## config.mk

```make
export PLATFORM = sky130hd
export DESIGN_NAME = closNet
export DESIGN_NICKNAME = d
export VERILOG_FILES = /design/src/source/closCfgPkg.sv /design/src/source/closTypesPkg.sv /design/src/source/priorityCounter.sv /design/src/source/ingressNode.sv /design/src/source/crossbarNode.sv /design/src/source/closNet.sv
export SDC_FILE = /design/constraint.sdc
export NUM_CORES = 1
export LEC_CHECK = 0
export ABC_AREA = 1
export BUFFER_PORTS_ARGS = -buffer_cell sky130_fd_sc_hd__buf_2
export CAP_MARGIN = 30
export CORE_MARGIN = 5
export CORE_UTILIZATION = 30
export CTS_BUF_LIST = sky130_fd_sc_hd__clkbuf_4
export DETAILED_ROUTE_END_ITERATION = 7
export PLACE_DENSITY = 0.58
export SYNTH_ARGS = -nofsm -noshare
export SYNTH_HDL_FRONTEND = slang
export SYNTH_HIERARCHICAL = 1
export SYNTH_SLANG_ARGS = --single-unit
```

## constraint.sdc

```tcl
create_clock -name clk_i -period 4.1 [get_ports clk_i]
set_clock_uncertainty 0.15 [all_clocks]
set_input_delay 0 -clock clk_i [delete_from_list [all_inputs] [get_ports clk_i]]
set_output_delay 0 -clock clk_i [all_outputs]
set_load 0.02 [all_outputs]
```

## src/source/closCfgPkg.sv

```systemverilog
// Fixed dimensions of the three-stage Clos network and the widths derived
// from them. Imported by the type package and by the RTL modules.

package closCfgPkg;

  ////////////////////////////////////////////////////////////////////////////
  // endpoint counts
  ////////////////////////////////////////////////////////////////////////////

  // masters on the ingress side
  localparam int unsigned NumMasters = 4;
  // memory banks on the egress side
  localparam int unsigned NumBanks = 4;

  ////////////////////////////////////////////////////////////////////////////
  // clos dimensions with n = 2, m = 2, r = 2
  ////////////////////////////////////////////////////////////////////////////

  // banks behind one egress node
  localparam int unsigned ClosN = 2;
  // middle switches, equal to the links per ingress node
  localparam int unsigned ClosM = 2;
  // ingress nodes, also the number of egress nodes
  localparam int unsigned ClosR = 2;
  // masters sharing one ingress node
  localparam int unsigned NumInNode = NumMasters / ClosR;

  ////////////////////////////////////////////////////////////////////////////
  // widths
  ////////////////////////////////////////////////////////////////////////////

  localparam int unsigned DataWidth = 32;
  // upper bit picks the egress node, lower bit the bank in it
  localparam int unsigned BankAddrWidth = $clog2(NumBanks);
  // one counter bit for each stage
  localparam int unsigned PrioWidth = $clog2(ClosM * ClosR * NumInNode);

endpackage

```

## src/source/closTypesPkg.sv

```systemverilog
// Vector types and the request and response link structs shared by all
// stages of the Clos network.

package closTypesPkg;

  ////////////////////////////////////////////////////////////////////////////
  // plain vectors
  ////////////////////////////////////////////////////////////////////////////

  // full bank address as seen by a master
  typedef logic [closCfgPkg::BankAddrWidth-1:0] bankAddrT;

  // address slice one stage routes on, also used for port indices
  typedef logic [$clog2(closCfgPkg::ClosR)-1:0] nodeAddrT;

  // request and response payload
  typedef logic [closCfgPkg::DataWidth-1:0] dataT;

  // shared arbitration counter
  typedef logic [closCfgPkg::PrioWidth-1:0] prioT;

  ////////////////////////////////////////////////////////////////////////////
  // link bundles
  ////////////////////////////////////////////////////////////////////////////

  // request heading toward the banks
  // address stays whole, each stage reads its own bit
  typedef struct packed {
    logic     req;
    bankAddrT addr;
    dataT     wdata;
  } linkReqT;

  // response heading back toward the masters
  typedef struct packed {
    logic vld;
    dataT rdata;
  } linkRspT;

endpackage

```

## src/source/priorityCounter.sv

```systemverilog
// Shared priority counter of the Clos network. Advances on every bank
// handshake and hands one bit to each stage as its arbitration priority.
`timescale 1ns/1ps

module priorityCounter (
  input  logic                  clk_i,
  input  logic                  rst_ni,
  // any bank took a request this cycle
  input  logic                  handshake_i,
  output closTypesPkg::nodeAddrT egrPrio_o,
  output closTypesPkg::nodeAddrT midPrio_o,
  output closTypesPkg::nodeAddrT ingPrio_o,
  // ingress mapping of the previous cycle, for returning responses
  output closTypesPkg::nodeAddrT ingRspPrio_o
);

  import closCfgPkg::*;
  import closTypesPkg::*;

  prioT     cntQ;
  nodeAddrT ingPrioQ;

  // locked counter so all nodes of a stage agree on priority
  always_ff @(posedge clk_i or negedge rst_ni) begin
    if (!rst_ni) begin
      cntQ     <= '0;
      ingPrioQ <= '0;
    end else begin
      if (handshake_i) begin
        cntQ <= cntQ + prioT'(1);
      end
      // responses arrive one cycle after the grant
      ingPrioQ <= cntQ[PrioWidth-1];
    end
  end

  // lsb toggles fastest, egress sees the most rotation
  assign egrPrio_o    = cntQ[0];
  assign midPrio_o    = cntQ[1];
  // msb swaps the master to link mapping
  assign ingPrio_o    = cntQ[PrioWidth-1];
  assign ingRspPrio_o = ingPrioQ;

endmodule

```

## src/source/ingressNode.sv

```systemverilog
// Ingress stage node. Spreads its masters over the middle links by a
// permutation chosen by the priority bit, so the node itself never blocks.
`timescale 1ns/1ps

module ingressNode (
  // master side
  input  closTypesPkg::linkReqT [closCfgPkg::NumInNode-1:0] mstReq_i,
  output logic                  [closCfgPkg::NumInNode-1:0] mstGnt_o,
  output closTypesPkg::linkRspT [closCfgPkg::NumInNode-1:0] mstRsp_o,
  // middle switch side
  output closTypesPkg::linkReqT [closCfgPkg::ClosM-1:0]     linkReq_o,
  input  logic                  [closCfgPkg::ClosM-1:0]     linkGnt_i,
  input  closTypesPkg::linkRspT [closCfgPkg::ClosM-1:0]     linkRsp_i,
  // mapping select for requests and grants
  input  closTypesPkg::nodeAddrT                            prio_i,
  // mapping that was used by the requests now being answered
  input  closTypesPkg::nodeAddrT                            rspPrio_i
);

  import closCfgPkg::*;
  import closTypesPkg::*;

  ////////////////////////////////////////////////////////////////////////////
  // permutation
  ////////////////////////////////////////////////////////////////////////////

  // link used by master k, also master on link k since xor is its own inverse
  nodeAddrT [NumInNode-1:0] reqSel;
  // same mapping, one cycle old
  nodeAddrT [NumInNode-1:0] rspSel;

  for (genvar k = 0; k < NumInNode; k++) begin : gSel
    assign reqSel[k] = nodeAddrT'(k) ^ prio_i;
    assign rspSel[k] = nodeAddrT'(k) ^ rspPrio_i;
  end

  ////////////////////////////////////////////////////////////////////////////
  // request, grant and response routing
  ////////////////////////////////////////////////////////////////////////////

  for (genvar k = 0; k < NumInNode; k++) begin : gRoute
    // link k carries the master mapped onto it
    assign linkReq_o[k] = mstReq_i[reqSel[k]];

    // grant comes back over the link the master used this cycle
    assign mstGnt_o[k]  = linkGnt_i[reqSel[k]];

    // middle switch already set vld only on the link it granted
    assign mstRsp_o[k]  = linkRsp_i[rspSel[k]];
  end

endmodule

```

## src/source/crossbarNode.sv

```systemverilog
// 2x2 address routed switch used for the middle and egress stages.
// Grants are combinational; the winner per output is registered so the
// response can be returned to it one cycle later.
`timescale 1ns/1ps

module crossbarNode #(
  // request address bit this stage routes on
  parameter int unsigned AddrBit = 0
) (
  input  logic                         clk_i,
  input  logic                         rst_ni,
  // input side, toward the masters
  input  closTypesPkg::linkReqT [1:0]  inReq_i,
  output logic                  [1:0]  inGnt_o,
  output closTypesPkg::linkRspT [1:0]  inRsp_o,
  // output side, toward the banks
  output closTypesPkg::linkReqT [1:0]  outReq_o,
  input  logic                  [1:0]  outGnt_i,
  input  closTypesPkg::linkRspT [1:0]  outRsp_i,
  // input index that wins a tie
  input  closTypesPkg::nodeAddrT       prio_i
);

  import closCfgPkg::*;
  import closTypesPkg::*;

  // match[o][i] set when input i requests output o
  logic     [1:0][1:0] match;
  // selected input per output
  nodeAddrT [1:0]      win;
  // request accepted downstream per output
  logic     [1:0]      outHs;

  // return path state
  nodeAddrT [1:0]      rspSelQ;
  logic     [1:0]      rspVldQ;

  ////////////////////////////////////////////////////////////////////////////
  // arbitration
  ////////////////////////////////////////////////////////////////////////////

  always_comb begin
    for (int o = 0; o < 2; o++) begin
      for (int i = 0; i < 2; i++) begin
        match[o][i] = inReq_i[i].req && (inReq_i[i].addr[AddrBit] == nodeAddrT'(o));
      end

      // contention goes to the priority input
      if (&match[o]) begin
        win[o] = prio_i;
      end else begin
        // lone or no requester
        win[o] = nodeAddrT'(match[o][1]);
      end

      // payload follows the winner, req only when someone asked
      outReq_o[o]     = inReq_i[win[o]];
      outReq_o[o].req = |match[o];
    end
  end

  ////////////////////////////////////////////////////////////////////////////
  // grant return
  ////////////////////////////////////////////////////////////////////////////

  // an input targets one output at most, so at most one term is set
  always_comb begin
    inGnt_o = '0;
    for (int o = 0; o < 2; o++) begin
      for (int i = 0; i < 2; i++) begin
        if (match[o][i] && (win[o] == nodeAddrT'(i))) begin
          inGnt_o[i] = inGnt_o[i] | outGnt_i[o];
        end
      end
    end
  end

  for (genvar o = 0; o < 2; o++) begin : gHs
    assign outHs[o] = outReq_o[o].req & outGnt_i[o];
  end

  ////////////////////////////////////////////////////////////////////////////
  // response return
  ////////////////////////////////////////////////////////////////////////////

  // remember who got through, valid for one cycle
  always_ff @(posedge clk_i or negedge rst_ni) begin
    if (!rst_ni) begin
      rspVldQ <= '0;
      rspSelQ <= '0;
    end else begin
      rspVldQ <= outHs;
      for (int o = 0; o < 2; o++) begin
        if (outHs[o]) begin
          rspSelQ[o] <= win[o];
        end
      end
    end
  end

  // steer each output's response to the input it served last cycle
  always_comb begin
    inRsp_o = '0;
    for (int o = 0; o < 2; o++) begin
      for (int i = 0; i < 2; i++) begin
        if (rspVldQ[o] && (rspSelQ[o] == nodeAddrT'(i))) begin
          inRsp_o[i].vld   = outRsp_i[o].vld;
          inRsp_o[i].rdata = outRsp_i[o].rdata;
        end
      end
    end
  end

endmodule

```

## src/source/closNet.sv

```systemverilog
// Top level of the 4x4 Clos interconnect. Packs master ports into link
// structs and wires ingress, middle and egress stages to the banks.
`timescale 1ns/1ps

module closNet (
  input  logic                                              clk_i,
  input  logic                                              rst_ni,
  // master side
  input  logic                  [closCfgPkg::NumMasters-1:0] req_i,
  input  closTypesPkg::bankAddrT [closCfgPkg::NumMasters-1:0] addr_i,
  input  closTypesPkg::dataT    [closCfgPkg::NumMasters-1:0] wdata_i,
  output logic                  [closCfgPkg::NumMasters-1:0] gnt_o,
  output logic                  [closCfgPkg::NumMasters-1:0] vld_o,
  output closTypesPkg::dataT    [closCfgPkg::NumMasters-1:0] rdata_o,
  // bank side
  input  logic                  [closCfgPkg::NumBanks-1:0]   gnt_i,
  input  closTypesPkg::dataT    [closCfgPkg::NumBanks-1:0]   rdata_i,
  output logic                  [closCfgPkg::NumBanks-1:0]   req_o,
  output closTypesPkg::dataT    [closCfgPkg::NumBanks-1:0]   wdata_o
);

  import closCfgPkg::*;
  import closTypesPkg::*;

  // master bundles
  linkReqT [NumMasters-1:0] mstReq;
  linkRspT [NumMasters-1:0] mstRsp;

  // ingress view [node][link]
  linkReqT [ClosR-1:0][ClosM-1:0] ingReq;
  logic    [ClosR-1:0][ClosM-1:0] ingGnt;
  linkRspT [ClosR-1:0][ClosM-1:0] ingRsp;

  // middle view [switch][port]
  linkReqT [ClosM-1:0][ClosR-1:0] midOutReq;
  logic    [ClosM-1:0][ClosR-1:0] midInGnt;
  logic    [ClosM-1:0][ClosR-1:0] midOutGnt;
  linkRspT [ClosM-1:0][ClosR-1:0] midInRsp;
  linkRspT [ClosM-1:0][ClosR-1:0] midOutRsp;

  // egress view [node][port]
  linkReqT [ClosR-1:0][ClosM-1:0] egrInReq;
  logic    [ClosR-1:0][ClosM-1:0] egrInGnt;
  linkRspT [ClosR-1:0][ClosM-1:0] egrInRsp;
  linkReqT [ClosR-1:0][ClosN-1:0] egrOutReq;
  linkRspT [ClosR-1:0][ClosN-1:0] egrOutRsp;

  nodeAddrT egrPrio, midPrio, ingPrio, ingRspPrio;

  for (genvar k = 0; k < NumMasters; k++) begin : gMst
    assign mstReq[k] = '{req: req_i[k], addr: addr_i[k], wdata: wdata_i[k]};
    assign vld_o[k]   = mstRsp[k].vld;
    assign rdata_o[k] = mstRsp[k].rdata;
  end

  ////////////////////////////////////////////////////////////////////////////
  // stage interconnect, links are transposed between stages
  ////////////////////////////////////////////////////////////////////////////

  for (genvar m = 0; m < ClosM; m++) begin : gLinkM
    for (genvar r = 0; r < ClosR; r++) begin : gLinkR
      assign ingGnt[r][m]    = midInGnt[m][r];
      assign ingRsp[r][m]    = midInRsp[m][r];
      assign egrInReq[r][m]  = midOutReq[m][r];
      assign midOutGnt[m][r] = egrInGnt[r][m];
      assign midOutRsp[m][r] = egrInRsp[r][m];
    end
  end

  // bank index is egress node times ClosN plus port
  for (genvar r = 0; r < ClosR; r++) begin : gBankR
    for (genvar n = 0; n < ClosN; n++) begin : gBankN
      assign req_o[r*ClosN+n]   = egrOutReq[r][n].req;
      assign wdata_o[r*ClosN+n] = egrOutReq[r][n].wdata;
      // egress return register decides validity
      assign egrOutRsp[r][n]    = '{vld: 1'b1, rdata: rdata_i[r*ClosN+n]};
    end
  end

  ////////////////////////////////////////////////////////////////////////////
  // stages
  ////////////////////////////////////////////////////////////////////////////

  priorityCounter iPrioCnt (
    .clk_i        (clk_i),
    .rst_ni       (rst_ni),
    .handshake_i  (|(req_o & gnt_i)),
    .egrPrio_o    (egrPrio),
    .midPrio_o    (midPrio),
    .ingPrio_o    (ingPrio),
    .ingRspPrio_o (ingRspPrio)
  );

  for (genvar r = 0; r < ClosR; r++) begin : gIngress
    ingressNode iIngress (
      .mstReq_i  (mstReq[NumInNode*r +: NumInNode]),
      .mstGnt_o  (gnt_o[NumInNode*r +: NumInNode]),
      .mstRsp_o  (mstRsp[NumInNode*r +: NumInNode]),
      .linkReq_o (ingReq[r]),
      .linkGnt_i (ingGnt[r]),
      .linkRsp_i (ingRsp[r]),
      .prio_i    (ingPrio),
      .rspPrio_i (ingRspPrio)
    );
  end

  // middle routes on the egress node bit of the address
  for (genvar m = 0; m < ClosM; m++) begin : gMiddle
    linkReqT [ClosR-1:0] midInReq;

    for (genvar r = 0; r < ClosR; r++) begin : gIn
      assign midInReq[r] = ingReq[r][m];
    end

    crossbarNode #(.AddrBit(1)) iMiddle (
      .clk_i    (clk_i),
      .rst_ni   (rst_ni),
      .inReq_i  (midInReq),
      .inGnt_o  (midInGnt[m]),
      .inRsp_o  (midInRsp[m]),
      .outReq_o (midOutReq[m]),
      .outGnt_i (midOutGnt[m]),
      .outRsp_i (midOutRsp[m]),
      .prio_i   (midPrio)
    );
  end

  // egress routes on the bank bit within the node
  for (genvar r = 0; r < ClosR; r++) begin : gEgress
    crossbarNode #(.AddrBit(0)) iEgress (
      .clk_i    (clk_i),
      .rst_ni   (rst_ni),
      .inReq_i  (egrInReq[r]),
      .inGnt_o  (egrInGnt[r]),
      .inRsp_o  (egrInRsp[r]),
      .outReq_o (egrOutReq[r]),
      .outGnt_i (gnt_i[ClosN*r +: ClosN]),
      .outRsp_i (egrOutRsp[r]),
      .prio_i   (egrPrio)
    );
  end

endmodule

```

==> Yosys cells after proc, flatten, opt, wreduce, memory -nomap -nowiden <==
Cells that the tools add are included.
{ "classes": {"add_sub_neg": 1, "n_lt_le_gt_ge": 12, "muxes": 80, "n_bitwise": 43, "n_reduce_logical": 65} }
{ "op_table": {"columns": ["cell", "count"], "rows": [
  ["$mux W33", 32],
  ["$mux W35", 8],
  ["$mux W32", 8],
  ["$logic_and A1 B1 Y1", 48],
  ["$mux W1", 32],
  ["$not A1 Y1", 26],
  ["$lt A1 B2 Y1 const B", 12],
  ["$reduce_and A2 Y1", 8],
  ["$reduce_or A2 Y1", 8],
  ["$and A1 B1 Y1", 8],
  ["$or A1 B1 Y1", 8],
  ["$and A4 B4 Y4", 1],
  ["$reduce_or A4 Y1", 1],
  ["$add A3 B1 Y3 const B", 1]
]} }
{ "word_totals": {"regBits": 20, "output_inout_bits": 268, "wordCells": 215} }

==> Longest topological paths before layout <==
{ "logic_depth": {"word_depth": 23, "depth_mapped": 24, "ltp_nobuf": 21} }

==> Cells and area by module <==
Netlist, hierarchy kept.
{ "by_module_without_submodules": {"columns": ["module", "instances", "cells_per_inst", "area_per_inst_um2", "seq_area_each_um2"], "rows": [
  ["crossbarNode", 4, 444, 2163.3, 100.1],
  ["ingressNode", 2, 445, 1762.9, 0.0],
  ["priorityCounter", 1, 15, 157.7, 100.1],
  ["closNet", 1, 10, 37.5, 0.0]
]} }

==> Least setup slack after synthesis <==
No wires, ideal clock.
{ "synth_timing": {"path_kind": "flip-flop to flip-flop", "from": "register iPrioCnt.cntQ[2]", "to": "register iPrioCnt.cntQ[2]", "t_arrival_ns": 2.448, "required_ns": 3.837, "path_slack_ns": 1.389, "path_stages_with_launch": 22, "cell_sequence": "dfrtp_1 -> buf_2 -> inv_2 -> buf_6 -> nand2_1 -> nand2_1 -> inv_2 -> nand3_4 -> nand2_4 -> buf_6 -> nand2_1 -> nand2_1 -> inv_2 -> nand2_1 -> nand2_1 -> nand2_1 -> nand2_1 -> inv_1 -> nand2_1 -> nand3_1 -> nand2_1 -> inv_1"} }
{ "synth_rtl": {"columns": ["item", "line", "rtl"], "rows": [
  ["from (decl)", "priorityCounter.sv:20", "prioT cntQ;"],
  ["from (signal assigned)", "priorityCounter.sv:30", "cntQ <= cntQ + prioT'(1);"]
]} }

==> impl_metrics.env <==
export IMPL_cap_violations=0
export IMPL_clock_path_buffers=2
export IMPL_die_y_um=212
export IMPL_wirelength_mm=69.9
export IMPL_insertion_delay_ns=0.29
export IMPL_seq_power_share=0.037
export IMPL_fmax_mhz=277
export IMPL_path_cells="buf_4 -> nand2_1 -> nand2_1 -> nand3_4 -> nand2_4 -> nand2_1 -> nand2_1 -> nand2_1 -> inv_2 -> buf_4 -> nand3_1 -> nand2_1 -> nand3_1 -> nand2_1 -> nand2_1 -> nand2_1 -> buf_2"
export IMPL_power_density_nw_per_um2=787
export IMPL_viasPerCell=5.33
export IMPL_max_slew_margin=0.309
export IMPL_globalplace_congestion=0.966
export IMPL_period_needed_ns=3.61
export IMPL_core_area_um2=40600
export IMPL_period_share=0.879
export IMPL_finalHoldViolCount=0
export IMPL_status="finished clean"
export IMPL_vias=19334
export IMPL_cp_num_buf_inv=4
export IMPL_numCtsBuffers=3
export IMPL_layout_drive_gt1_share=0.235
export IMPL_grt_usage=0.289
export IMPL_tritoncts="done"
export IMPL_endpoint_kind="output pin"
export IMPL_syn_cell_area_um2=12300
export IMPL_crit_path_max_incr_delay_ns=0.53
export IMPL_synthCells=2671
export IMPL_grt_overflow=0
export IMPL_die_x_um=212
export IMPL_tns_ns=0
export IMPL_drt_initial_drc_count=2412
export IMPL_avgSynthCellArea_um2=4.60
export IMPL_start_util=0.302
export IMPL_crit_slowest_cell="dfrtp_4"
export IMPL_postCtsHoldBufs=5
export IMPL_grt_max_degree=100
export IMPL_cts_root_buf="clkbuf_4"
export IMPL_p_int_mw=3.24
export IMPL_required_ns=3.95
export IMPL_cts_sinks=20
export IMPL_grt_pass1_wl_mm=104
export IMPL_drc=0
export IMPL_antenna_found_initial=8
export IMPL_cp_max_fo=37
export IMPL_p_sw_frac=0.727
export IMPL_yosysWarnings=6
export IMPL_p_clk_frac=0.008
export IMPL_rows=74
export IMPL_power_leakage_nw=9.32
export IMPL_place_hpwl_mm=51.7
export IMPL_wire_per_inst_um=19.3
export IMPL_tightest_slew_ns=1.04
export IMPL_grt_pass1_vias=17704
export IMPL_rsz0062_at_grt="no"
export IMPL_drt_antenna_violating_nets=0
export IMPL_slew_violations=0
export IMPL_critPathLaunchType="flop"
export IMPL_ctsResizeCount=0
export IMPL_crit_type="reg2out"
export IMPL_portBuffers=541
export IMPL_hp_class="in2async"
export IMPL_cp_top_family="simple AND/OR/NAND/NOR gates"
export IMPL_drtPass1Iterations=6
export IMPL_die_area_um2=45100
export IMPL_final_area_um2=15100
export IMPL_htreeDepth=1
export IMPL_syn_to_final_growth_pct=22.8
export IMPL_nFillCells=4834
export IMPL_ioPinCount=542
export IMPL_postPlaceCellArea_um2=14900
export IMPL_p_switching_mw=8.63
export IMPL_cts_setup_buffers=0
export IMPL_layout_nets=3362
export IMPL_irDropWorstVdd_mv=0.487
export IMPL_crit_top_cell="nand2_1"
export IMPL_cts_clk_slew_worst_paths_ns=0.11
export IMPL_setup_viol=0
export IMPL_combPwrFrac=0.955
export IMPL_arrival_ns=3.46
-- routing by layer --
metal	track usage	routed length, µm
met1	0.365	26100
met2	0.480	31600
met3	0.0552	8740
met4	0.125	3460
met5	0	11
-- state kept, by name, summed over array words and instances (netlist names) --
name and cells:
gEgress.iEgress/rspVldQ 4, gMiddle.iMiddle/rspVldQ 4, iPrioCnt/ingRspPrio_o 1, gMiddle.iMiddle/rspSelQ 4, iPrioCnt/cntQ 3, gEgress.iEgress/rspSelQ 4
-- power by group through the flow --
stage | sequential, mW | combinational, mW | clock (mW)
finish | 0.442 | 11.3 | 0.0933
global route | 0.459 | 12.2 | 0.110
CTS | 0.440 | 11.1 | 0.0983
detailed placement | 0.444 | 11.1 | 0
global placement | 0.444 | 11.0 | 0
floorplan | 0.332 | 7.74 | 0
-- per-stage QoR --
step                cells  setup slack [ns]  utilization  hold WS [ns]  power, mW
floorplan            2676              1.43            -        -0.446       8.07
global placement     3602             0.868        0.365        -0.170       11.5
detailed placement   3607             0.850        0.368        -0.165       11.5
CTS                  3616             0.496        0.370         0.126       11.7
global route         3624             0.143        0.371         0.143       12.8
finish               3627             0.495        0.371         0.109       11.9
-- cell type report --
cell class / instances / area [µm²] / area share
diodes: 9 / 22.5 / 0.00149
clock buffers: 3 / 22.5 / 0.00149
flip-flops and latches: 20 / 509 / 0.0337
clock inverters: 1 / 3.75 / 0.000249
inverters: 189 / 709 / 0.0470
multi-input cells: 2269 / 9860 / 0.654
well taps: 532 / 666 / 0.0441
repair buffers: 604 / 3290 / 0.218
-- cell usage in the layout (no fill, tap or decap), types with 4 or more instances in the layout --
master         count
inv_2             20
nand2_4            8
conb_1             6
dfrtp_1           17
nand3_1          405
nand2_1         1563
dlygate4sd3_1      5
nor2_1             8
nand3_2            4
o21ai_2           80
o21ai_0          185
buf_2            541
nand3_4            8
buf_4             51
diode_2            9
inv_1            169
-- final timing paths --
kind / from / slack, ns / depth (start not counted) / end
min: rst_ni / 0.11 / 2 / gMiddle[1].iMiddle/rspVldQ[1]$_DFF_PN0_
min in group clk_i: addr_i[7] / 0.15 / 8 / gMiddle[1].iMiddle/rspVldQ[0]$_DFF_PN0_
max: iPrioCnt/cntQ[2]$_DFFE_PN0P_ / 0.49 / 17 / gnt_o[3]
max in group asynchronous: rst_ni / 3.34 / 2 / iPrioCnt/cntQ[2]$_DFFE_PN0P_
min reg2reg: gEgress[0].iEgress/rspSelQ[0]$_DFFE_PN0P_ / 0.37 / 2 / gEgress[0].iEgress/rspSelQ[0]$_DFFE_PN0P_
max reg2reg: iPrioCnt/cntQ[2]$_DFFE_PN0P_ / 1.21 / 15 / gMiddle[1].iMiddle/rspSelQ[1]$_DFFE_PN0P_
Power figures use the tool's default switching activity.
